[src/sync_fifo.sv]
/*
  Single-clock FIFO for any payload type. The output register loads on a
  pop, so the popped entry shows on Dat_o one cycle later. UsedW_o counts
  the stored entries.
*/
`timescale 1ns/1ns

module sync_fifo #(
  parameter type T_PAYLOAD = logic,
  parameter int  DEPTH     = 16
) (
  input  logic                       Clk_i,
  input  logic                       Rstn_i,
  input  logic                       WrReq_i,
  input  T_PAYLOAD                   Dat_i,
  input  logic                       RdReq_i,
  output T_PAYLOAD                   Dat_o,
  output logic                       Empty_o,
  output logic [$clog2(DEPTH+1)-1:0] UsedW_o
);

  localparam int AW = $clog2(DEPTH);

  T_PAYLOAD      mem [DEPTH];
  logic [AW-1:0] wr_ptr;
  logic [AW-1:0] rd_ptr;

  assign Empty_o = (UsedW_o == '0);

  always_ff @(posedge Clk_i or negedge Rstn_i)
  begin
    if (!Rstn_i)
    begin
      wr_ptr  <= '0;
      rd_ptr  <= '0;
      UsedW_o <= '0;
    end
    else
    begin
      if (WrReq_i)
        wr_ptr <= (wr_ptr == AW'(DEPTH - 1)) ? '0 : wr_ptr + 1'b1;
      if (RdReq_i)
        rd_ptr <= (rd_ptr == AW'(DEPTH - 1)) ? '0 : rd_ptr + 1'b1;
      case ({WrReq_i, RdReq_i})
        2'b10:   UsedW_o <= UsedW_o + 1'b1;
        2'b01:   UsedW_o <= UsedW_o - 1'b1;
        default: UsedW_o <= UsedW_o;   // Both or neither
      endcase
    end
  end

  // Storage and output register
  always_ff @(posedge Clk_i)
  begin
    if (WrReq_i)
      mem[wr_ptr] <= Dat_i;
    if (RdReq_i)
      Dat_o <= mem[rd_ptr];
  end

endmodule

[config.mk]
export PLATFORM = sky130hd
export DESIGN_NAME = sync_fifo
export DESIGN_NICKNAME = d
export VERILOG_FILES = /design/src/sync_fifo.sv
export SDC_FILE = /design/constraint.sdc
export NUM_CORES = 1
export LEC_CHECK = 0
export BUFFER_PORTS_ARGS = -buffer_cell sky130_fd_sc_hd__buf_2
export CORE_MARGIN = 4
export CORE_UTILIZATION = 45
export DETAILED_ROUTE_END_ITERATION = 8
export PLACE_DENSITY = 0.73
export SLEW_MARGIN = 20
export SYNTH_ARGS = -nofsm -noshare
export SYNTH_HDL_FRONTEND = slang
export SYNTH_SLANG_ARGS = --single-unit
[constraint.sdc]
create_clock -name Clk_i -period 4.1 [get_ports Clk_i]
set_clock_uncertainty 0.05 [all_clocks]
set_input_delay 0.82 -clock Clk_i [delete_from_list [all_inputs] [get_ports Clk_i]]
set_output_delay 0.82 -clock Clk_i [all_outputs]
set_load 0.1 [all_outputs]
==> qor.yml <==
status: "complete, no violations"
ios: 12
core_um2: 3150
dpl_cell_area_um2: 1620
start_util: 0.487
viasPerCell: 5.35
synth-edff-count: 17
worstPathRequired_ns: 3.23
seq_area_frac_synth: 0.545
port_buffers: 11
fmax_mhz: 369
ys_async_sr_fraction: 0.433
post_cts_buffers: 0
final_nets: 154
r2r_start: "rd_ptr[0]$_DFFE_PN0P_"
postCtsHoldBufs: 0
finalSetupTns_ns: 0
die_h_um: 66.4
clk_pin_slew_ns: 0.09
hold_class: "input pin to asynchronous set/reset pin"
cp_data_arrival_time_ns: 1.84
rsz0062_at_grt: "no"
drv_slew: 0
synth_top_cell_area_share: 0.333
grt_usage: 0.143
ys_warn_count: 0
cts_buffers: 5
netlist-cell-type-count: 29
drc: 0
syn_area_um2: 1530
synth_compound_area_frac: 0.0661
synth_top_family_by_area: "simple AND/OR/NAND/NOR gates"
via_count: 990
ir_worst_vdd_uv: 588
seq_area_um2: 836
cts_root_buf: "clkbuf_4"
placementRows: 20
syn_nets: 141
h-tree-depth: 2
drive_gt1_frac: 0.184
synthAdderAreaFrac: 0.0734
cts.sinks: 30
gr-total-overflow: 0
setup_viol: 0
p_leak_nw: 0.634
grt.busiest_layer: "met2"
r2r_cells: 4
synthMuxAreaShare: 0.0799
yosys.area_share.simple: 0.161
start_kind: "flop"
met2_usage: 0.224
r2r_slack_ns: 2.29
dieWidth_um: 66.4
synth-seq-cells: 30
first_pass_iters: 5
multi_input_area_um2: 653
tightest_slew_ns: 0.489
netlist_top_cells_count: "edfxtp_1, dfrtp_1, nor2_1"
min_period_ns: 2.71
setup_slack_ns: 1.39
syn_inst: 127
antenna_found_initial: 0
grt_pass1_wl_um: 4650
cp-startpoint: "UsedW_o[2]$_DFFE_PN0P_"
clk_latency_ns: 0.32
grt_pass1_vias: 1028
power_density_nw_per_um2: 754
diodes: 0
use_met3: 0.0510
gp_congestion: 0.751
cts_tree: "yes"
post-place-ws_ns: 1.59
period_share: 0.661
cts.path.max_buffers: 2
timing.max_cap.violations: 0
yosysTopAreaCell: "edfxtp_1"
drt-total-wl_um: 2660
post_cts_resized: 0
die_area_um2: 4410
end_kind: "output port"
fin_area_um2: 1670
place_hpwl_um: 1960
fin_util: 0.530
synth.top_cells.by_area: "edfxtp_1, dfrtp_1, ha_1"
first_iter_violations: 29
synthMostInstantiatedCell: "edfxtp_1"
synth-main-ff-cell: "edfxtp_1"
syn_avg_cell_area_um2: 12.1
grt_max_degree: 17
use_met1: 0.180
routedWlPerCell_um: 14.4
r2r-end: "Dat_o$_DFFE_PP_"
nFillCells: 301
criticalPathCategory: "flop to output port"
worstPathMaxFanout: 9
hold_viol: 0
slew_headroom: 0.676
ant_nets: 0
yosys.area_share.xor_xnor: 0.0457
hold_slack_ns: 0.316
synthToLayoutAreaGrowth_pct: 8.97
-- per-layer routing --
metal | routed length (µm) | up-vias
met5 | 0 | -
met4 | 42 | 0
met3 | 117 | 4
met2 | 1290 | 22
met1 | 1210 | 482
li1 | - | 482
-- power breakdown --
group          switching [W]  leakage [nW]  internal, W
Sequential          0.000125         0.310     0.000399
Clock               0.000101        0.0286    0.0000636
Combinational       0.000389         0.296     0.000182
Total               0.000615         0.634     0.000645
-- cells by family after synthesis --
family / Yosys count
fa+ha+maj: 9
mux: 7
simple gates: 46
xor+xnor: 8
compound gates: 17
flops: 30
buf+inv: 10
-- through the flow --
stage	cells	power (W)
finish	185	0.00126
global route	185	0.00134
CTS	185	0.00127
detailed placement	177	0.00110
global placement	177	0.00108
floorplan	127	0.000993
-- state kept, by name, summed over array words and instances, names as in the netlist --
name and flops:
Dat_o 1, UsedW_o 5, mem 16, rd_ptr 4, wr_ptr 4
-- cells in the final DEF (no fill, tap or decap) --
| master | n |
|---|---|
| o2111ai_1 | 1 |
| nor2b_4 | 1 |
| clkinv_2 | 1 |
| nand4b_1 | 2 |
| nand3_1 | 5 |
| dfrtp_1 | 13 |
| nand2_1 | 11 |
| a31oi_1 | 1 |
| ha_1 | 9 |
| o21ai_1 | 4 |
| clkinv_1 | 1 |
| or4_1 | 1 |
| xor2_1 | 3 |
| o21ai_0 | 4 |
| mux2i_1 | 1 |
| mux2_2 | 2 |
| inv_1 | 5 |
| clkbuf_4 | 5 |
| a21oi_1 | 5 |
| nand4_1 | 2 |
| clkinvlp_4 | 1 |
| o41ai_1 | 1 |
| xnor2_1 | 5 |
| nor2_1 | 12 |
| nand2b_1 | 4 |
| nor3b_1 | 5 |
| mux4_2 | 4 |
| nor3_1 | 2 |
| buf_2 | 11 |
| a211oi_2 | 1 |
| edfxtp_1 | 17 |
| nand4bb_1 | 1 |
-- area by class of cell --
| class | instances | area share |
|---|---|---|
| clock buffer | 5 | 0.0225 |
| clock inverter | 3 | 0.00973 |
| inverter | 5 | 0.0112 |
| multi-input combinational | 87 | 0.391 |
| sequential | 30 | 0.500 |
| tap | 44 | 0.0329 |
| timing repair buffer | 11 | 0.0329 |
-- how the worst max path moves through the flow --
stage                                        end  slack, ns  cells past startpoint
after global placement    UsedW_o[4]$_DFFE_PN0P_       1.69                      8
final                                    Empty_o       1.39                      3
after CTS                                Empty_o       1.38                      3
after detailed placement  UsedW_o[4]$_DFFE_PN0P_       1.59                      8
after global routing                     Empty_o       1.28                      3
after floorplan                          Empty_o       0.46                      3
-- critical path: stages (launching register included) --
cell and delay, ns:
dfrtp_1 0.47, or4_1 0.53, nor2_1 0.08, buf_2 0.43
Note: power is estimated with default switching activity, not from simulation.
