$ cat config.mk
export PLATFORM = sky130hd
export DESIGN_NAME = avl_req_ctrl
export DESIGN_NICKNAME = d
export VERILOG_FILES = /design/src/avl_pcie_tx_pkg.sv /design/src/avl_req_ctrl.sv
export VERILOG_INCLUDE_DIRS = /design/src
export SDC_FILE = /design/constraint.sdc
export NUM_CORES = 1
export LEC_CHECK = 0
export ABC_AREA = 0
export BUFFER_PORTS_ARGS = -buffer_cell sky130_fd_sc_hd__buf_2
export CAP_MARGIN = 20
export CORE_AREA = 3 3 192 194
export DETAILED_ROUTE_END_ITERATION = 8
export DIE_AREA = 0 0 195 197
export PLACE_DENSITY = 0.43
export SYNTH_ARGS = -nofsm -noshare
export SYNTH_HDL_FRONTEND = slang
export SYNTH_SLANG_ARGS = --single-unit
$ cat constraint.sdc
create_clock -name Clk_i -period 3.5 [get_ports Clk_i]
set_input_delay 0.7 -clock Clk_i [delete_from_list [all_inputs] [get_ports Clk_i]]
set_output_delay 0.7 -clock Clk_i [all_outputs]
set_load 0.02 [all_outputs]
$ cat src/avl_pcie_tx_defines.svh
/*
  Widths, queue depths and the fixed Avalon-to-PCIe translation table
  of the transmit bridge. Included by the package and by the RTL modules.
*/
`ifndef AVL_PCIE_TX_DEFINES_SVH
`define AVL_PCIE_TX_DEFINES_SVH

`define AVL_ADDR_W        24   // Avalon byte address
`define AVL_DATA_W        128
`define BURST_W           6
`define MAX_BURST         32   // Beats, also the data room kept free

// Low address bits passed straight through, upper two bits pick an entry
`define A2P_PASS_BITS     22

// Table bases, aligned above the pass-through field
`define A2P_ENTRY0        64'h0000_0000_1000_0000
`define A2P_ENTRY1        64'h0000_0000_2040_0000
`define A2P_ENTRY2        64'h0000_0000_C000_0000
`define A2P_ENTRY3        64'h0000_0012_3480_0000   // Needs a 4DW header

`define CMD_FIFO_DEPTH    16
`define WRDAT_FIFO_DEPTH  64

`define TAG_W             5

`endif
$ cat src/avl_pcie_tx_pkg.sv
/*
  Types shared by the Avalon-to-PCIe transmit bridge: translated
  addresses, queued commands and write data beats.
*/
`include "avl_pcie_tx_defines.svh"

package avl_pcie_tx_pkg;

  // Result of the address translation
  typedef struct packed {
    logic [63:0] addr;
    logic        is_64;    // Upper half non-zero
  } pcie_addr_t;

  // One request waiting in the command FIFO
  typedef struct packed {
    logic                is_write;
    logic [9:0]          len_dw;   // TLP length field
    logic [3:0]          first_be;
    logic [3:0]          last_be;
    logic [`TAG_W-1:0]   tag;
    pcie_addr_t          addr;
  } tx_cmd_t;

  // One write data beat
  typedef struct packed {
    logic [`AVL_DATA_W-1:0] data;
    logic                   eop;   // Last beat of the burst
  } wr_beat_t;

endpackage

$ cat src/avl_req_ctrl.sv
/*
  Avalon slave of the transmit bridge. Accepts burst writes and single
  reads, pushes write beats into the data FIFO right away and builds one
  command per request once its translated address comes back.
*/
`timescale 1ns/1ns
`include "avl_pcie_tx_defines.svh"

module avl_req_ctrl
  import avl_pcie_tx_pkg::*;
(
  input  logic                             Clk_i,
  input  logic                             Rstn_i,
  input  logic                             TxChipSelect_i,
  input  logic                             TxRead_i,
  input  logic                             TxWrite_i,
  input  logic [`AVL_ADDR_W-1:0]           TxAddress_i,
  input  logic [`BURST_W-1:0]              TxBurstCount_i,
  input  logic [`AVL_DATA_W/8-1:0]         TxByteEnable_i,
  input  logic [`AVL_DATA_W-1:0]           TxWriteData_i,
  output logic                             TxWaitRequest_o,
  input  logic [$clog2(`CMD_FIFO_DEPTH+1)-1:0]   CmdFifoUsedW_i,
  input  logic [$clog2(`WRDAT_FIFO_DEPTH+1)-1:0] WrDatFifoUsedW_i,
  output logic                             AvlAddrVld_o,
  output logic [`AVL_ADDR_W-1:0]           AvlAddr_o,
  input  logic                             PciAddrVld_i,
  input  pcie_addr_t                       PciAddr_i,
  output logic                             CmdFifoWrReq_o,
  output tx_cmd_t                          CmdFifoDat_o,
  output logic                             WrDatFifoWrReq_o,
  output wr_beat_t                         WrDatFifoDat_o
);

  logic                init_done;    // Set on the first clock after reset
  logic [`BURST_W-1:0] beats_left;   // Beats still owed by an open burst
  logic                burst_open;
  logic                cmd_room;
  logic                dat_room;
  logic                accept;
  logic                wr_beat;
  logic                first_wr;
  logic                rd_req;
  logic [`TAG_W-1:0]   tag_q;

  // Command fields waiting for the translator
  logic                pend_wr;
  logic [9:0]          pend_len;
  logic [3:0]          pend_fbe;
  logic [3:0]          pend_lbe;
  logic [`TAG_W-1:0]   pend_tag;

  assign burst_open = (beats_left != '0);
  assign cmd_room   = int'(CmdFifoUsedW_i) <= `CMD_FIFO_DEPTH - 2;
  assign dat_room   = int'(WrDatFifoUsedW_i) <= `WRDAT_FIFO_DEPTH - `MAX_BURST;

  // Master may not start a new request inside a burst
  assign TxWaitRequest_o = ~init_done | ~cmd_room | ~dat_room |
                           (burst_open & ~(TxChipSelect_i & TxWrite_i));

  assign accept   = TxChipSelect_i & (TxWrite_i | TxRead_i) & ~TxWaitRequest_o;
  assign wr_beat  = accept & TxWrite_i;
  assign first_wr = wr_beat & ~burst_open;
  assign rd_req   = accept & ~TxWrite_i & ~burst_open;

  assign AvlAddrVld_o = first_wr | rd_req;
  assign AvlAddr_o    = TxAddress_i;

  assign WrDatFifoWrReq_o    = wr_beat;
  assign WrDatFifoDat_o.data = TxWriteData_i;
  assign WrDatFifoDat_o.eop  = burst_open ? (beats_left == `BURST_W'(1))
                                          : (TxBurstCount_i == `BURST_W'(1));

  // Command goes out with the translated address
  assign CmdFifoWrReq_o = PciAddrVld_i;
  always_comb
  begin
    CmdFifoDat_o.is_write = pend_wr;
    CmdFifoDat_o.len_dw   = pend_len;
    CmdFifoDat_o.first_be = pend_fbe;
    CmdFifoDat_o.last_be  = pend_lbe;
    CmdFifoDat_o.tag      = pend_tag;
    CmdFifoDat_o.addr     = PciAddr_i;
  end

  always_ff @(posedge Clk_i or negedge Rstn_i)
  begin
    if (!Rstn_i)
    begin
      init_done  <= 1'b0;
      beats_left <= '0;
      tag_q      <= '0;
    end
    else
    begin
      init_done <= 1'b1;
      if (first_wr)
        beats_left <= TxBurstCount_i - 1'b1;
      else if (wr_beat)
        beats_left <= beats_left - 1'b1;
      if (rd_req)
        tag_q <= tag_q + 1'b1;   // Wraps at 32
    end
  end

  always_ff @(posedge Clk_i)
  begin
    if (first_wr | rd_req)
    begin
      pend_wr  <= first_wr;
      pend_len <= first_wr ? 10'({TxBurstCount_i, 2'b00}) : 10'd4;
      pend_fbe <= TxByteEnable_i[3:0];
      pend_lbe <= TxByteEnable_i[15:12];
      pend_tag <= first_wr ? '0 : tag_q;   // Writes carry tag 0
    end
  end

endmodule

==> flow_metrics.tcl <==
set metrics [dict create \
    cts_resized 0 \
    rows 69 \
    syn-cell-area_um2 3230 \
    core-area_um2 35400 \
    hold_viol 0 \
    grt_overflow 0 \
    cap_violations 0 \
    die_h_um 197 \
    synth_cells 347 \
    grt_pass1_vias 1633 \
    drc 0 \
    regArea_um2 901 \
    report.final.slew_viol_count 0 \
    finalCriticalPeriod_ns 3.12 \
    dr.pass1.iters 4 \
    reg2regPathDepth 6 \
    cpPeakStageDelay_ns 0.52 \
    clk_latency_ns 0.27 \
    track_usage_pct 5.49 \
    crit_fanout 15 \
    finalCritPeriodShare_pct 89.2 \
    post_cts_buffers 0 \
    num-fill-cells 4156 \
    clock.fmax_mhz 320 \
    min_path_type "primary input to async pin" \
    p_seq_share_pct 39.1 \
    grt_max_degree 21 \
    ir_drop_uv 254 \
    cp.arrival_ns 2.42 \
    diodes 0 \
    ioPinCount 503 \
    root_buffer "clkbuf_16" \
    p_comb_share_pct 21.1 \
    synth_edf_count 20 \
    cpMaxStageDelayCell "or4_1" \
    io_buffers 54 \
    cp-end-kind "output pin" \
    crit_path_frequent_cell "buf_2" \
    drt_iter0_drc 93 \
    cp.required_ns 2.80 \
    finalNetCount 453 \
    rr_startpoint "beats_left[0]$_DFFE_PN0P_" \
    multi_input_area_um2 618 \
    area_growth_pct -19.8 \
    p_int_w 0.000890 \
    synth_area_leaders "buf_4, edfxtp_1, dfrtp_1" \
    crit_chain "buf_2 -> or4_1 -> o21a_2 -> or2_1 -> inv_1 -> a31oi_1 -> buf_2" \
    synth_seq_area_share_pct 27.9 \
    clkTransAtPathRegs_ns 0.05 \
    dp_hpwl_um 10000 \
    antenna_found_initial 0 \
    swShare_pct 27.1 \
    cts_hold_buf 0 \
    cts_buffers 5 \
    critPathLaunchType "primary input" \
    drive_above_1_share_pct 38.2 \
    ys.flop_type "edfxtp_1" \
    routed_wl_um 11600 \
    gp_routability_congestion 0.673 \
    grt_pass1_wl_um 14500 \
    crit_family "simple AND/OR/NAND/NOR gates" \
    synthTopCellsByCount "buf_4, edfxtp_1, dfrtp_1" \
    dieArea_um2 38400 \
    clockPowerShare_pct 39.7 \
    reg2reg_to "pend_lbe[3]$_DFFE_PP_" \
    status "finished, final reports clean" \
    wl_per_cell_um 17.8 \
    clk_path_buf_depth 2 \
    regToRegSetupSlack_ns 1.31 \
    rsz0062_at_grt "no" \
    critPathKind "primary input to output pin" \
    leakagePower_nw 0.920 \
    synth.most_common_cell "buf_4" \
    yosys.area.top_type "buf_4" \
    final_util_pct 7.32 \
    ant_nets 0 \
    vias 1609 \
    start_util_pct 9.12 \
    async_flop_share_pct 37.5 \
    synth_cell_type_count 44 \
    fin_skew_ns 0.00482 \
    setup_violations 0 \
    power.switching_w 0.000331 \
    cts_tree "built" \
    cp.buffers_inverters 3 \
    die_width_um 195 \
    via_per_inst 2.47 \
    avgSynthCellArea_um2 9.30 \
    synth_top_area_share_pct 52.1 \
    power_density_nw_per_um2 471 \
    yosysWarnings 0 \
    cts_sinks 32 \
    htreeDepth 2 \
    synth-seq-cells 32 \
    fin_setup_tns_ns 0 \
]
## final cells by class
cell class,instances,share of cell area [%]
Clock buffer,6,4.98
Clock inverter,2,1.35
Inverter,6,0.870
Multi-Input combinational cell,86,23.9
Sequential cell,32,34.8
Tap cell,461,22.3
Timing Repair Buffer,59,11.9
## how the worst max path moves through the flow
stage | startpoint | end | slack [ns] | cells after the start
global route | WrDatFifoUsedW_i[1] | TxWaitRequest_o | 0.33 | 7
CTS | WrDatFifoUsedW_i[1] | TxWaitRequest_o | 0.37 | 7
detailed placement | WrDatFifoUsedW_i[1] | TxWaitRequest_o | 0.37 | 7
floorplan | WrDatFifoUsedW_i[1] | AvlAddrVld_o | 0.49 | 5
global placement | WrDatFifoUsedW_i[1] | TxWaitRequest_o | 0.40 | 7
finish | WrDatFifoUsedW_i[1] | TxWaitRequest_o | 0.38 | 7
## state kept, by name, summed over array words and instances, names as in the netlist
| register | cells |
|---|---|
| pend_wr | 1 |
| pend_len | 6 |
| pend_lbe | 4 |
| init_done | 1 |
| tag_q | 5 |
| pend_fbe | 4 |
| pend_tag | 5 |
| beats_left | 6 |
## power by group through the flow
stage | clock (W) | combinational [W] | sequential (W)
after global placement | 0 | 0.000258 | 0.000484
final | 0.000485 | 0.000258 | 0.000478
after floorplan | 0 | 0.000544 | 0.000477
after global routing | 0.000523 | 0.000293 | 0.000484
after detailed placement | 0 | 0.000262 | 0.000484
after CTS | 0.000501 | 0.000263 | 0.000477
## worst register-to-register path, delay by kind of cell (launching register included)
| kind | cells | cell delay [ns] |
|---|---|---|
| buffers and inverters | 2 | 0.38 |
| and+or+nand+nor | 3 | 0.74 |
| DFF | 1 | 0.42 |
| adders and majority gates | 1 | 0.32 |
## kinds of logic after synthesis
logic type | synth area share, %
buffers and inverters | 53.3
and+or+nand+nor | 9.19
DFF | 27.9
AOI/OAI and AO/OA | 4.46
xor gates and xnor gates | 1.90
adders and majority gates | 2.33
other | 0.233
muxes | 0.698
## routing by layer
| layer | GRT usage (%) | vias up | routed length (µm) |
|---|---|---|---|
| li1 | - | 591 | - |
| met1 | 3.80 | 648 | 2680 |
| met2 | 7.25 | 301 | 4610 |
| met3 | 7.91 | 67 | 3590 |
| met4 | 3.30 | 2 | 666 |
| met5 | 1.48 | - | 80 |
## placed cells by master (no fill, tap or decap), types with 5 or more instances in the layout
cell type	n
inv_1	6
dfrtp_1	12
ha_1	6
conb_1	5
clkbuf_16	5
xor2_1	5
buf_2	54
nor2b_1	5
buf_4	5
edfxtp_1	20
nor3_1	6
## through the flow
stage          worst slack (ns)  hold WS [ns]  power [W]  instance area (µm²)  std cells
2_1_floorplan             0.490         0.404    0.00102                 3240        350
3_3_place_gp              0.401         0.469   0.000742                 2430        644
3_5_place_dp              0.374         0.463   0.000746                 2430        644
4_1_cts                   0.372         0.338    0.00124                 2590        652
5_1_grt                   0.327         0.339    0.00130                 2590        652
6_report                  0.377         0.321    0.00122                 2590        652
No activity file was read; power rests on OpenSTA's default activity.
