<file path="src/avl_pcie_tx_defines.svh">
/*
  Widths, queue depths and the fixed Avalon-to-PCIe translation table
  of the transmit bridge. Included by the package and by the RTL modules.
*/
`ifndef AVL_PCIE_TX_DEFINES_SVH
`define AVL_PCIE_TX_DEFINES_SVH

`define AVL_ADDR_W        24   // Avalon byte address
`define AVL_DATA_W        128
`define BURST_W           6
`define MAX_BURST         32   // Beats, also the data room kept free

// Low address bits passed straight through, upper two bits pick an entry
`define A2P_PASS_BITS     22

// Table bases, aligned above the pass-through field
`define A2P_ENTRY0        64'h0000_0000_1000_0000
`define A2P_ENTRY1        64'h0000_0000_2040_0000
`define A2P_ENTRY2        64'h0000_0000_C000_0000
`define A2P_ENTRY3        64'h0000_0012_3480_0000   // Needs a 4DW header

`define CMD_FIFO_DEPTH    16
`define WRDAT_FIFO_DEPTH  64

`define TAG_W             5

`endif
</file>
<file path="src/avl_pcie_tx_pkg.sv">
/*
  Types shared by the Avalon-to-PCIe transmit bridge: translated
  addresses, queued commands and write data beats.
*/
`include "avl_pcie_tx_defines.svh"

package avl_pcie_tx_pkg;

  // Result of the address translation
  typedef struct packed {
    logic [63:0] addr;
    logic        is_64;    // Upper half non-zero
  } pcie_addr_t;

  // One request waiting in the command FIFO
  typedef struct packed {
    logic                is_write;
    logic [9:0]          len_dw;   // TLP length field
    logic [3:0]          first_be;
    logic [3:0]          last_be;
    logic [`TAG_W-1:0]   tag;
    pcie_addr_t          addr;
  } tx_cmd_t;

  // One write data beat
  typedef struct packed {
    logic [`AVL_DATA_W-1:0] data;
    logic                   eop;   // Last beat of the burst
  } wr_beat_t;

endpackage

</file>
<file path="src/tlp_tx_engine.sv">
/*
  Transmit engine. Pops one command at a time, sends its header beat and
  then the write data beats on the 128-bit stream. Ready latency is zero;
  the output stage holds while TxStReady_i is low.
*/
`timescale 1ns/1ns
`include "avl_pcie_tx_defines.svh"

module tlp_tx_engine
  import avl_pcie_tx_pkg::*;
(
  input  logic                   Clk_i,
  input  logic                   Rstn_i,
  input  logic [12:0]            BusDev_i,
  input  logic                   CmdFifoEmpty_i,
  input  tx_cmd_t                CmdFifoDat_i,
  output logic                   CmdFifoRdReq_o,
  input  logic                   WrDatFifoEmpty_i,
  input  wr_beat_t               WrDatFifoDat_i,
  output logic                   WrDatFifoRdReq_o,
  input  logic                   TxStReady_i,
  output logic [`AVL_DATA_W-1:0] TxStData_o,
  output logic                   TxStSop_o,
  output logic                   TxStEop_o,
  output logic [1:0]             TxStEmpty_o,
  output logic                   TxStValid_o
);

  typedef enum logic [1:0] {ST_IDLE, ST_FETCH, ST_HDR, ST_DATA} tx_state_e;

  tx_state_e              state;
  tx_state_e              state_nxt;
  logic [`AVL_DATA_W-1:0] hdr_q;
  logic [31:0]            dw0;
  logic [31:0]            dw1;
  logic [31:0]            dw2;
  logic [31:0]            dw3;
  logic [`BURST_W-1:0]    pop_left;   // Data beats not yet popped
  logic                   pop_pend;   // FIFO output holds a fresh beat
  logic                   dbuf_vld;
  wr_beat_t               dbuf;
  wr_beat_t               src_beat;
  logic                   src_vld;
  logic                   can_load;
  logic                   load_hdr;
  logic                   load_dat;

  assign can_load = ~TxStValid_o | TxStReady_i;
  assign src_vld  = dbuf_vld | pop_pend;   // Never both at once
  assign src_beat = dbuf_vld ? dbuf : WrDatFifoDat_i;
  assign load_hdr = (state == ST_HDR) & can_load;
  assign load_dat = (state == ST_DATA) & src_vld & can_load;

  assign CmdFifoRdReq_o = (state == ST_IDLE) & ~CmdFifoEmpty_i;

  // Prefetch only when the beat in hand leaves this cycle
  assign WrDatFifoRdReq_o = ((state == ST_HDR) | (state == ST_DATA)) &
                            (pop_left != '0) & ~WrDatFifoEmpty_i &
                            ~(src_vld & ~load_dat);

  // Header DWs, fmt is {is_write, is_64}
  always_comb
  begin
    dw0 = {1'b0, CmdFifoDat_i.is_write, CmdFifoDat_i.addr.is_64, 19'd0,
           CmdFifoDat_i.len_dw};
    dw1 = {BusDev_i, 3'b000, {(8-`TAG_W){1'b0}}, CmdFifoDat_i.tag,
           CmdFifoDat_i.last_be, CmdFifoDat_i.first_be};
    dw2 = CmdFifoDat_i.addr.is_64 ? CmdFifoDat_i.addr.addr[63:32]
                                  : CmdFifoDat_i.addr.addr[31:0];
    dw3 = CmdFifoDat_i.addr.is_64 ? CmdFifoDat_i.addr.addr[31:0] : 32'd0;
  end

  always_comb
  begin
    state_nxt = state;
    case (state)
      ST_IDLE:  if (~CmdFifoEmpty_i) state_nxt = ST_FETCH;
      ST_FETCH: state_nxt = ST_HDR;   // Command now on the FIFO output
      ST_HDR:   if (can_load) state_nxt = CmdFifoDat_i.is_write ? ST_DATA : ST_IDLE;
      ST_DATA:  if (load_dat && src_beat.eop) state_nxt = ST_IDLE;
      default:  state_nxt = ST_IDLE;
    endcase
  end

  always_ff @(posedge Clk_i or negedge Rstn_i)
  begin
    if (!Rstn_i)
    begin
      state       <= ST_IDLE;
      pop_left    <= '0;
      pop_pend    <= 1'b0;
      dbuf_vld    <= 1'b0;
      TxStValid_o <= 1'b0;
      TxStSop_o   <= 1'b0;
      TxStEop_o   <= 1'b0;
      TxStEmpty_o <= 2'd0;
    end
    else
    begin
      state    <= state_nxt;
      pop_pend <= WrDatFifoRdReq_o;
      if (state == ST_FETCH)
        pop_left <= CmdFifoDat_i.is_write ? CmdFifoDat_i.len_dw[`BURST_W+1:2] : '0;
      else if (WrDatFifoRdReq_o)
        pop_left <= pop_left - 1'b1;
      if (pop_pend & ~load_dat)
        dbuf_vld <= 1'b1;   // Output stalled, park the beat
      else if (load_dat)
        dbuf_vld <= 1'b0;
      if (can_load)
      begin
        TxStValid_o <= load_hdr | load_dat;
        TxStSop_o   <= load_hdr;
        TxStEop_o   <= load_hdr ? ~CmdFifoDat_i.is_write : src_beat.eop;
        TxStEmpty_o <= (load_hdr & ~CmdFifoDat_i.addr.is_64) ? 2'd1 : 2'd0;
      end
    end
  end

  always_ff @(posedge Clk_i)
  begin
    if (state == ST_FETCH)
      hdr_q <= {dw3, dw2, dw1, dw0};
    if (pop_pend & ~load_dat)
      dbuf <= WrDatFifoDat_i;
    if (can_load)
      TxStData_o <= load_hdr ? hdr_q : src_beat.data;
  end

endmodule

</file>
<file path="config.mk">
export PLATFORM = sky130hd
export DESIGN_NAME = tlp_tx_engine
export DESIGN_NICKNAME = d
export VERILOG_FILES = /design/src/avl_pcie_tx_pkg.sv /design/src/tlp_tx_engine.sv
export VERILOG_INCLUDE_DIRS = /design/src
export SDC_FILE = /design/constraint.sdc
export NUM_CORES = 1
export LEC_CHECK = 0
export ABC_AREA = 1
export BUFFER_PORTS_ARGS = -buffer_cell sky130_fd_sc_hd__buf_2
export CORE_ASPECT_RATIO = 1.4
export CORE_MARGIN = 5
export CORE_UTILIZATION = 40
export DETAILED_ROUTE_END_ITERATION = 10
export GPL_TIMING_DRIVEN = 1
export PLACE_DENSITY = 0.69
export SLEW_MARGIN = 20
export SYNTH_ARGS = -nofsm -noshare
export SYNTH_HDL_FRONTEND = slang
export SYNTH_SLANG_ARGS = --single-unit
</file>
<file path="constraint.sdc">
create_clock -name Clk_i -period 7.9 [get_ports Clk_i]
set_clock_uncertainty 0.05 [all_clocks]
set_input_delay 0.79 -clock Clk_i [delete_from_list [all_inputs] [get_ports Clk_i]]
set_output_delay 0.79 -clock Clk_i [all_outputs]
set_load 0.05 [all_outputs]
</file>
==> results.cfg <==
[routing]
drt_iter0_markers = 784
firstDrtPassIters = 5
routed_wl_mm = 38.7
vias = 10100
drt.antenna.violating_nets = 0
wl_per_cell_um = 19.0
routed_via_density = 4.96
drc = 0

[synthesis]
syn-cell-area_um2 = 14900
yosysMostFrequentCell = nand2_1
postSynthAreaPerCell_um2 = 12.6
async_flop_share_pct = 3.75
synthCells = 1177
synthTopCellsByArea = edfxtp_1 (72%), nand2_1 (9.7%), a31oi_1 (4.3%), nor2_1 (2.8%), mux2_2 (2.4%)
netlist-cell-type-count = 28
synth-seq-cells = 373
synth-edff-count = 359
synthTopCellsByCount = nand2_1 (384), edfxtp_1 (359), nor2_1 (113), a31oi_1 (102), inv_1 (72)
synth_top_cell_area_share_pct = 72.4
synth-warning-count = 0
synth.net_count = 1415
yosysTopAreaCell = edfxtp_1
yosysSeqAreaShare_pct = 74.8
synth_top_flop_cell = edfxtp_1

[floorplanning]
fp.dieW_um = 173
initial_core_util_pct = 40.5
ioPinCount = 371
core_area_um2 = 36800
dieArea_um2 = 41200
die_h_um = 238
placementRows = 83

[status]
outcome = finished, final reports clean

[power]
vdd_ir_drop_max_mv = 0.282
power.density_nw_per_um2 = 460
leakagePower_nw = 7.82

[placed_design]
portBuffers = 369
gp_congestion = 0.877
pre_cts_slack_ps = 4300
place_hpwl_mm = 25.4

[global_routing]
grtUsageTotal_pct = 17.9
grt-ovfl-total = 0
antenna_found_initial = 13
grt_first_pass_wirelength_mm = 58.1
grt_pass1_vias = 10300
grt_max_degree = 156

[worst_setup_path]
r2r_slack_ps = 4460
path_common_cell = nand2_1
r2r-start = dbuf_vld$_DFFE_PN0P_
startpoint = dbuf_vld$_DFFE_PN0P_
reg2regPathDepth = 7
path_cells = buf_4 -> inv_4 -> buf_4 -> nand2_1 -> nand2_1 -> nand2_1 -> inv_1
crit_path_max_incr_delay_ps = 930
crit_buf_inv = 4
worstSetupPathType = register to register
end_kind = register
critPathTopFamily = buffers and inverters
r2r-end = TxStData_o[13]$_SDFFCE_PP0P_
crit_arrival_ps = 3670
endpoint = TxStData_o[13]$_SDFFCE_PP0P_
crit_slowest_cell = dfrtp_4
cp_max_fo = 73
start_kind = register
required_ps = 8120
path_depth = 7

[timing]
fin_crit_sh_pct = 43.6
setup_viol = 0
slew_headroom_pct = 28.6
rsz0062_at_grt = no
drv_slew = 0
fin_crit_ps = 3440
tightest_slew_ps = 1070
tns_ps = 0
worst_slack_ps = 4460
max_freq_mhz = 290
hold_violations = 0

[clock_network]
postCtsHoldBufs = 0
clkTransAtPathRegs_ps = 60
cts_tree = built
cts_sinks = 373
clock_latency_ps = 520
cts-root-buf = clkbuf_16
clock_path_buffers = 3
cts_htree_levels = 2
numCtsBuffers = 38
cts.repair.resized = 0
cts_setup_buffers = 0

[final_layout]
area_growth_pct = 23.1
utilization_pct = 49.8
nFillCells = 3261
drive_gt1_share_pct = 30.6
nets = 1772

[hold_path]
holdCritPathClass = input port to async pin

[run]
drv_cap = 0
final cells by class:
class                   count  area [um^2]  share of cell area (%)
flip-flops and latches    373        11100                    60.8
multi-input cells         666         3120                    17.0
repair buffers            379         1950                    10.7
clock buffers              51         1080                    5.92
well taps                 467          584                    3.19
inverters                  76          293                    1.60
clock inverters            18          121                   0.663
diodes                      9         22.5                   0.123
registers in the layout, indices dropped and copies added, names as in the netlist:
| register | flops |
|---|---|
| pop_left | 6 |
| hdr_q | 102 |
| TxStData_o | 128 |
| dbuf | 129 |
| TxStEmpty_o | 1 |
| TxStSop_o | 1 |
| TxStEop_o | 1 |
| pop_pend | 1 |
| dbuf_vld | 1 |
| TxStValid_o | 1 |
| state | 2 |
metal layers:
layer  track usage, %  vias up  routed length (um)
li1                 -     4799                   -
met1             20.5     4817               14300
met2             31.8      387               20200
met3             3.85       97                2420
met4             9.22        6                1820
met5                0        -                  28
report_power, final:
group	internal [mW]	switching [mW]	total (mW)
Clock	1.00	0.736	1.74
Sequential	3.16	0.284	3.44
Combinational	0.696	2.56	3.26
Total	4.85	3.58	8.43
worst min-delay path by stage:
| stage | end | depth (start not counted) |
|---|---|---|
| floorplan | TxStEmpty_o[0]$_DFFE_PN0P_ | 0 |
| global placement | TxStSop_o$_DFFE_PN0P_ | 2 |
| detailed placement | TxStSop_o$_DFFE_PN0P_ | 2 |
| CTS | pop_left[2]$_DFFE_PN0P_ | 1 |
| global route | pop_left[2]$_DFFE_PN0P_ | 1 |
| finish | state[1]$_DFFE_PN0P_ | 1 |
per-stage QoR:
stage,instance area (um^2),instances,total power [mW],hold WS [ps]
after floorplan,14900,1177,5.89,442
after global placement,17000,1959,6.67,413
after detailed placement,17100,1961,6.77,416
after CTS,18300,2030,8.52,97.5
after global routing,18300,2039,8.86,122
final,18300,2039,8.43,112
kinds of logic after synthesis:
kind of cell	after synthesis	share of synthesized area, %
DFF	373	74.8
adders and majority gates	2	0.168
buffers and inverters	138	4.37
other	1	0.0252
muxes	32	2.42
and+or+nand+nor	519	13.5
AOI/OAI and AO/OA	112	4.70
cell usage in the layout, fill, tap and decap left out, drive strengths merged, types with 2 or more instances in the layout:
cell type	n
a31oi	102
buf	379
clkbuf	51
clkinv	14
clkinvlp	2
dfrtp	14
diode	9
edfxtp	359
ha	2
inv	77
mux2	32
nand2	386
nand3	13
nand3b	2
nor2	117
o211ai	2
o21ai	6
Note: power is estimated with default switching activity, not from simulation.
