**src/avl_pcie_tx_defines.svh**
```systemverilog
/*
  Widths, queue depths and the fixed Avalon-to-PCIe translation table
  of the transmit bridge. Included by the package and by the RTL modules.
*/
`ifndef AVL_PCIE_TX_DEFINES_SVH
`define AVL_PCIE_TX_DEFINES_SVH

`define AVL_ADDR_W        24   // Avalon byte address
`define AVL_DATA_W        128
`define BURST_W           6
`define MAX_BURST         32   // Beats, also the data room kept free

// Low address bits passed straight through, upper two bits pick an entry
`define A2P_PASS_BITS     22

// Table bases, aligned above the pass-through field
`define A2P_ENTRY0        64'h0000_0000_1000_0000
`define A2P_ENTRY1        64'h0000_0000_2040_0000
`define A2P_ENTRY2        64'h0000_0000_C000_0000
`define A2P_ENTRY3        64'h0000_0012_3480_0000   // Needs a 4DW header

`define CMD_FIFO_DEPTH    16
`define WRDAT_FIFO_DEPTH  64

`define TAG_W             5

`endif
```
**src/avl_pcie_tx_pkg.sv**
```systemverilog
/*
  Types shared by the Avalon-to-PCIe transmit bridge: translated
  addresses, queued commands and write data beats.
*/
`include "avl_pcie_tx_defines.svh"

package avl_pcie_tx_pkg;

  // Result of the address translation
  typedef struct packed {
    logic [63:0] addr;
    logic        is_64;    // Upper half non-zero
  } pcie_addr_t;

  // One request waiting in the command FIFO
  typedef struct packed {
    logic                is_write;
    logic [9:0]          len_dw;   // TLP length field
    logic [3:0]          first_be;
    logic [3:0]          last_be;
    logic [`TAG_W-1:0]   tag;
    pcie_addr_t          addr;
  } tx_cmd_t;

  // One write data beat
  typedef struct packed {
    logic [`AVL_DATA_W-1:0] data;
    logic                   eop;   // Last beat of the burst
  } wr_beat_t;

endpackage

```
**src/a2p_addr_trans.sv**
```systemverilog
/*
  Fixed-table Avalon-to-PCIe address translation. The bits above the
  pass-through field pick a table base; the result is registered, so
  PciAddrVld_o follows AvlAddrVld_i by exactly one cycle.
*/
`timescale 1ns/1ns
`include "avl_pcie_tx_defines.svh"

module a2p_addr_trans
  import avl_pcie_tx_pkg::*;
(
  input  logic                   Clk_i,
  input  logic                   Rstn_i,
  input  logic                   AvlAddrVld_i,
  input  logic [`AVL_ADDR_W-1:0] AvlAddr_i,
  output logic                   PciAddrVld_o,
  output pcie_addr_t             PciAddr_o
);

  localparam int PB = `A2P_PASS_BITS;

  logic [`AVL_ADDR_W-PB-1:0] sel;
  logic [63:0]               base;
  logic [63:0]               merged;

  assign sel    = AvlAddr_i[`AVL_ADDR_W-1:PB];
  assign merged = {base[63:PB], AvlAddr_i[PB-1:0]};

  always_comb
  begin
    case (sel)
      2'd0:    base = `A2P_ENTRY0;
      2'd1:    base = `A2P_ENTRY1;
      2'd2:    base = `A2P_ENTRY2;
      default: base = `A2P_ENTRY3;
    endcase
  end

  always_ff @(posedge Clk_i or negedge Rstn_i)
  begin
    if (!Rstn_i)
      PciAddrVld_o <= 1'b0;
    else
      PciAddrVld_o <= AvlAddrVld_i;
  end

  always_ff @(posedge Clk_i)
  begin
    if (AvlAddrVld_i)
    begin
      PciAddr_o.addr  <= merged;
      PciAddr_o.is_64 <= |merged[63:32];   // Selects the 4DW header later
    end
  end

endmodule

```
**config.mk**
```make
export PLATFORM = sky130hd
export DESIGN_NAME = a2p_addr_trans
export DESIGN_NICKNAME = d
export VERILOG_FILES = /design/src/avl_pcie_tx_pkg.sv /design/src/a2p_addr_trans.sv
export VERILOG_INCLUDE_DIRS = /design/src
export SDC_FILE = /design/constraint.sdc
export NUM_CORES = 1
export LEC_CHECK = 0
export BUFFER_PORTS_ARGS = -buffer_cell sky130_fd_sc_hd__buf_4
export CORE_MARGIN = 1
export CORE_UTILIZATION = 38
export CTS_CLUSTER_DIAMETER = 60
export DETAILED_ROUTE_END_ITERATION = 8
export PLACE_DENSITY = 0.78
export SYNTH_ARGS = -nofsm -noshare
export SYNTH_HDL_FRONTEND = slang
export SYNTH_SLANG_ARGS = --single-unit
export TNS_END_PERCENT = 30
```
**constraint.sdc**
```tcl
create_clock -name Clk_i -period 0.8 [get_ports Clk_i]
set_input_delay 0.08 -clock Clk_i [delete_from_list [all_inputs] [get_ports Clk_i]]
set_output_delay 0.08 -clock Clk_i [all_outputs]
set_load 0.01 [all_outputs]
```
==> metrics.yaml, run 1 <==
coreArea_mm2: 0.00285
violations: "DRC, setup timing"
fin_crit_ns: 1.03
grt_antenna_before_repair: 0
p_leak_uw: 0.000848
port_buffers: 59
power.internal_uw: 2290
fin_nets: 184
cp_cell_sequence: "buf_4"
cpLargestDelayFamily: "flip-flops"
cp-start-kind: "register"
cts_buffers: 3
crit_fanout: 5
clock_sinks: 28
path_class: "register to output port"
switchingPower_uw: 677
grt_overflow: 0
post-dp-hpwl_um: 1310
crit_slowest_cell: "edfxtp_1"
finalSetupViolCount: 33
via_count: 728
synthesis.instances: 73
post-route-drc-count: 9
cts_tree: "done"
setup_ws_ns: -0.229
whs_path_depth: 1
rows: 19
ys_warn_count: 0
power_density_mw_per_mm2: 1610
synth.avg_cell_area_um2: 16.1
antenna_cells: 0
cp_num_buf_inv: 1
slew_viol_final: 0
path_clk_slew_ns: 0.13
syn_area_mm2: 0.00118
vias_per_cell: 3.96
die_height_um: 57.6
start_util: 0.412
drv_cap: 0
drtIter0Drc: 36
p_clk_frac: 0.182
fmax_mhz: 971
status: "finished, violations left"
grt_max_degree: 29
h-tree-depth: 1
seqPwrFrac: 0.605
hold_path_end: "PciAddrVld_o$_DFF_PN0_"
drtAntennaViolNets: 0
dp_cells: 157
finalHoldViolCount: 0
die_x_um: 57.6
drtPass1Iterations: 6
ctsLongestPathBuffers: 2
grt_pass1_wl_um: 3080
area_growth_pct: 57.3
hp-start: "AvlAddrVld_i"
min_period_over_period: 1.29
wl_per_cell_um: 12.4
stdcell_count: 184
yosysSeqAreaShare: 0.711
drive_gt1_frac: 0.405
cts-root-buf: "clkbuf_4"
combinationalPowerShare: 0.213
post-place-ws_ns: -0.0863
pin_count: 93
worstHoldPathType: "input pin to register"
switching_share: 0.228
grt_pass1_vias: 655
place_congestion: 0.616
end_kind: "output port"
rsz0062_at_grt: "true"
die_area_mm2: 0.00332
fin_tns_setup_ns: -4.95
grt_use_total: 0.131
synth_cell_types: 7
drt-total-wl_um: 2280
worstPathArrival_ns: 0.95
max_stage_delay_ns: 0.47
irDropWorstVdd_v: 0.000719
cp_data_required_time_ns: 0.72
synth_seq_cells: 28
power groups by stage:
stage | registers [uW] | clock network (uW) | logic, uW
global route | 1810 | 617 | 674
floorplan | 1870 | 0 | 234
global placement | 1800 | 0 | 465
detailed placement | 1810 | 0 | 474
finish | 1800 | 540 | 633
CTS | 1780 | 587 | 594
layout make-up:
| type | instances | area, um2 |
|---|---|---|
| well taps | 31 | 38.8 |
| fillers | 208 | 1000 |
| repair buffers | 82 | 774 |
| multi-input cells | 37 | 168 |
| flip-flops and latches | 28 | 836 |
| clock buffers | 3 | 22.5 |
| inverters | 2 | 7.51 |
| clock inverters | 1 | 3.75 |
stage by stage:
| stage | total power [uW] | area (um2) | util | hold slack (ns) |
|---|---|---|---|---|
| after detailed placement | 2280 | 1490 | 0.523 | -0.144 |
| after global routing | 3100 | 1850 | 0.649 | 0.0647 |
| after CTS | 2960 | 1800 | 0.630 | 0.0483 |
| after floorplan | 2100 | 1300 | - | -0.216 |
| after global placement | 2270 | 1490 | 0.523 | -0.145 |
| final | 2970 | 1850 | 0.649 | 0.0645 |
cells in the mapped netlist (all sizes together):
cell type	n	area (um2)
inv	2	7.51
buf	38	285
dfrtp	1	25.0
conb	1	3.75
edfxtp	27	811
ha	3	37.5
or2	1	6.26
routing by layer:
layer / GRT usage / up-vias / routed length (um)
li1: - / 334 / -
met1: 0.151 / 336 / 775
met2: 0.219 / 58 / 1220
met3: 0.0290 / 0 / 278
met4: 0.0836 / 0 / 0
met5: 0 / - / 0
flip-flops by register name, summed over array words and instances (netlist names):
register	count
PciAddrVld_o	1
PciAddr_o	27
timing repair:
item / in CTS / in global routing
resized for setup: 13 / 14
buffers inserted: 0 / 0
setup endpoints to repair: 33 / 33
endpoints found under the hold margin: 23 / 0
hold buffers: 23 / 0
logic make-up (layout without fill, tap and decap cells):
| logic type | Yosys count | in the layout | synth area share |
|---|---|---|---|
| AND/OR/NAND/NOR | 1 | 1 | 0.00532 |
| flip-flops | 28 | 28 | 0.711 |
| buffers and inverters | 40 | 88 | 0.249 |
| adder cells (fa/ha/maj) | 3 | 3 | 0.0319 |
| other | 1 | 33 | 0.00319 |
layout by cell type, fill, tap and decap left out:
master,n
buf_4,32
edfxtp_1,27
ha_1,3
or2_1,1
clkbuf_4,3
inv_1,2
dfrtp_1,1
dlygate4sd3_1,23
buf_6,27
clkinv_1,1
conb_1,33
worst max path at each step:
stage	startpoint	end	slack, ns	cells after the start
floorplan	AvlAddr_i[23]	PciAddr_o[30]$_DFFE_PP_	0.07	3
global placement	AvlAddr_i[22]	PciAddr_o[30]$_DFFE_PP_	-0.06	3
detailed placement	AvlAddr_i[22]	PciAddr_o[30]$_DFFE_PP_	-0.09	3
CTS	PciAddr_o[34]$_DFFE_PP_	PciAddr_o[37]	-0.25	1
global route	PciAddr_o[34]$_DFFE_PP_	PciAddr_o[37]	-0.29	1
finish	PciAddr_o[34]$_DFFE_PP_	PciAddr_o[37]	-0.23	1
Note: power is estimated with default switching activity, not from simulation.
==> run 2, diff against run 1 <==
- ABC_AREA: default -> 1
==> metrics.yaml, run 2 <==
synth.top_cell.area_share: 0.686
worstSetupEndpoint: "PciAddr_o[0]"
slew_viol_final: 0
rows: 19
crit_fanout: 5
rsz0062_at_grt: "true"
worstSetupPathDepth: 1
status: "finished, violations left"
drv_cap: 0
fin_tns_setup_ns: -4.75
drtPass1Iterations: 6
place_congestion: 0.623
synth_seq_cells: 28
syn_area_mm2: 0.00118
violations: "DRC, setup timing"
die_height_um: 57.8
path_class: "register to output port"
via_count: 728
end_kind: "output port"
grt_max_degree: 29
drt-total-wl_um: 2160
cp-start-kind: "register"
yosysSeqAreaShare: 0.708
drtAntennaViolNets: 0
cp_cell_sequence: "buf_4"
stdcell_count: 186
place_area_mm2: 0.00150
cpLargestDelayFamily: "flip-flops"
vias_per_cell: 3.91
power_density_mw_per_mm2: 1610
synth_top_cell_by_area: "edfxtp_1"
netlist_top_cells_area: "edfxtp_1, buf_4, ha_1, dfrtp_1, inv_1"
synthesis.instances: 75
ys_warn_count: 0
largest_register: "PciAddr_o"
grt_pass1_wl_um: 3030
grt_overflow: 0
max_stage_delay_ns: 0.47
clock_sinks: 28
area_growth_pct: 56.8
synth_edf_count: 27
synth_most_common_cell: "buf_4"
cp_num_buf_inv: 1
synth_cell_types: 7
synthTopCellsByCount: "buf_4, edfxtp_1, inv_1"
h-tree-depth: 1
post-dp-hpwl_um: 1390
fin_crit_ns: 1.03
post-route-drc-count: 8
pin_count: 93
cp_data_required_time_ns: 0.72
ys_async_sr_fraction: 0.0357
cts_tree: "done"
dp_cells: 159
grt_use_total: 0.128
p_leak_uw: 0.000853
finalHoldViolCount: 0
port_buffers: 59
holdWs_ns: 0.0730
path_clk_slew_ns: 0.12
most-common-layout-cells: "conb_1, buf_4, edfxtp_1, buf_6, dlygate4sd3_1"
fin_nets: 186
ctsLongestPathBuffers: 2
drtIter0Drc: 36
coreArea_mm2: 0.00285
die_area_mm2: 0.00334
cp-startpoint: "PciAddr_o[34]$_DFFE_PP_"
cts-root-buf: "clkbuf_4"
grt_antenna_before_repair: 0
setup_ws_ns: -0.229
irDropWorstVdd_v: 0.000693
final_core_util: 0.649
min_period_over_period: 1.29
cts_buffers: 3
worstHoldPathType: "input pin to register"
synth.avg_cell_area_um2: 15.7
fmax_mhz: 972
synth_ff_type: "edfxtp_1"
top_regs: "PciAddr_o (27), PciAddrVld_o (1)"
grt_pass1_vias: 662
die_x_um: 57.8
finalSetupViolCount: 33
start_util: 0.414
antenna_cells: 0
post-cts-setup-buffers: 0
stdcell_area_mm2: 0.00185
drive_gt1_frac: 0.400
worstPathArrival_ns: 0.95
largest_reg_flops: 27
crit_slowest_cell: "edfxtp_1"
wl_per_cell_um: 11.6
==> run 2: cell types whose count changed in the layout (fill, tap and decap cells not counted), sizes merged <==
| cell | before | now |
|---|---|---|
| clkinv | 1 | 0 |
| clkbuf | 3 | 4 |
| or2 | 1 | 0 |
| nand2 | 0 | 1 |
| inv | 2 | 4 |
==> run 2: stage by stage <==
| stage | worst slack (ns) | total power [uW] |
|---|---|---|
| 2_1_floorplan | 0.0912 | 2100 |
| 3_3_place_gp | 0.0639 | 2270 |
| 3_5_place_dp | 0.0418 | 2280 |
| 4_1_cts | -0.258 | 2980 |
| 5_1_grt | -0.304 | 3120 |
| 6_report | -0.229 | 2980 |
==> run 2: worst min-delay path by stage <==
stage               slack (ns)  cells after the start                 endpoint     startpoint
detailed placement       -0.14                      1   PciAddrVld_o$_DFF_PN0_         Rstn_i
CTS                       0.05                      2   PciAddrVld_o$_DFF_PN0_         Rstn_i
floorplan                -0.22                      0   PciAddrVld_o$_DFF_PN0_         Rstn_i
finish                    0.07                      2  PciAddr_o[29]$_DFFE_PP_  AvlAddr_i[23]
global route              0.05                      2  PciAddr_o[29]$_DFFE_PP_  AvlAddr_i[23]
global placement         -0.14                      1   PciAddrVld_o$_DFF_PN0_         Rstn_i
==> run 2: power by group <==
group	total, uW	leakage, uW	switching [uW]	internal [uW]
combinational	628	0.000563	258	370
clock	553	0.0000150	358	194
sequential	1790	0.000275	56.1	1740
==> run 2: cell type report <==
cell class                      count  area, um2
Multi-Input combinational cell     37        165
Clock buffer                        4       26.3
Sequential cell                    28        836
Fill cell                         210       1000
Inverter                            4       15.0
Timing Repair Buffer               82        771
Tap cell                           31       38.8
==> run 2: kinds of logic after synthesis <==
| kind of cell | after synthesis | synth area share |
|---|---|---|
| buffers and inverters | 42 | 0.254 |
| adders and majority gates | 3 | 0.0318 |
| DFF | 28 | 0.708 |
| other | 1 | 0.00317 |
| and+or+nand+nor | 1 | 0.00317 |
==> run 2: timing repair <==
action | 4_1_cts | 5_1_grt
hold buffers | 23 | 0
endpoints found under the setup margin | 33 | 33
gates resized for setup | 15 | 11
hold endpoints to repair | 23 | 0
==> run 2: per-layer routing <==
layer	global-route usage	wire (um)	share of wire	vias up
met3	0.0402	251	0.12	2
met1	0.134	711	0.33	330
met4	0.0510	19	0.0088	0
met5	0	0	0	-
li1	-	-	-	336
met2	0.238	1170	0.54	60
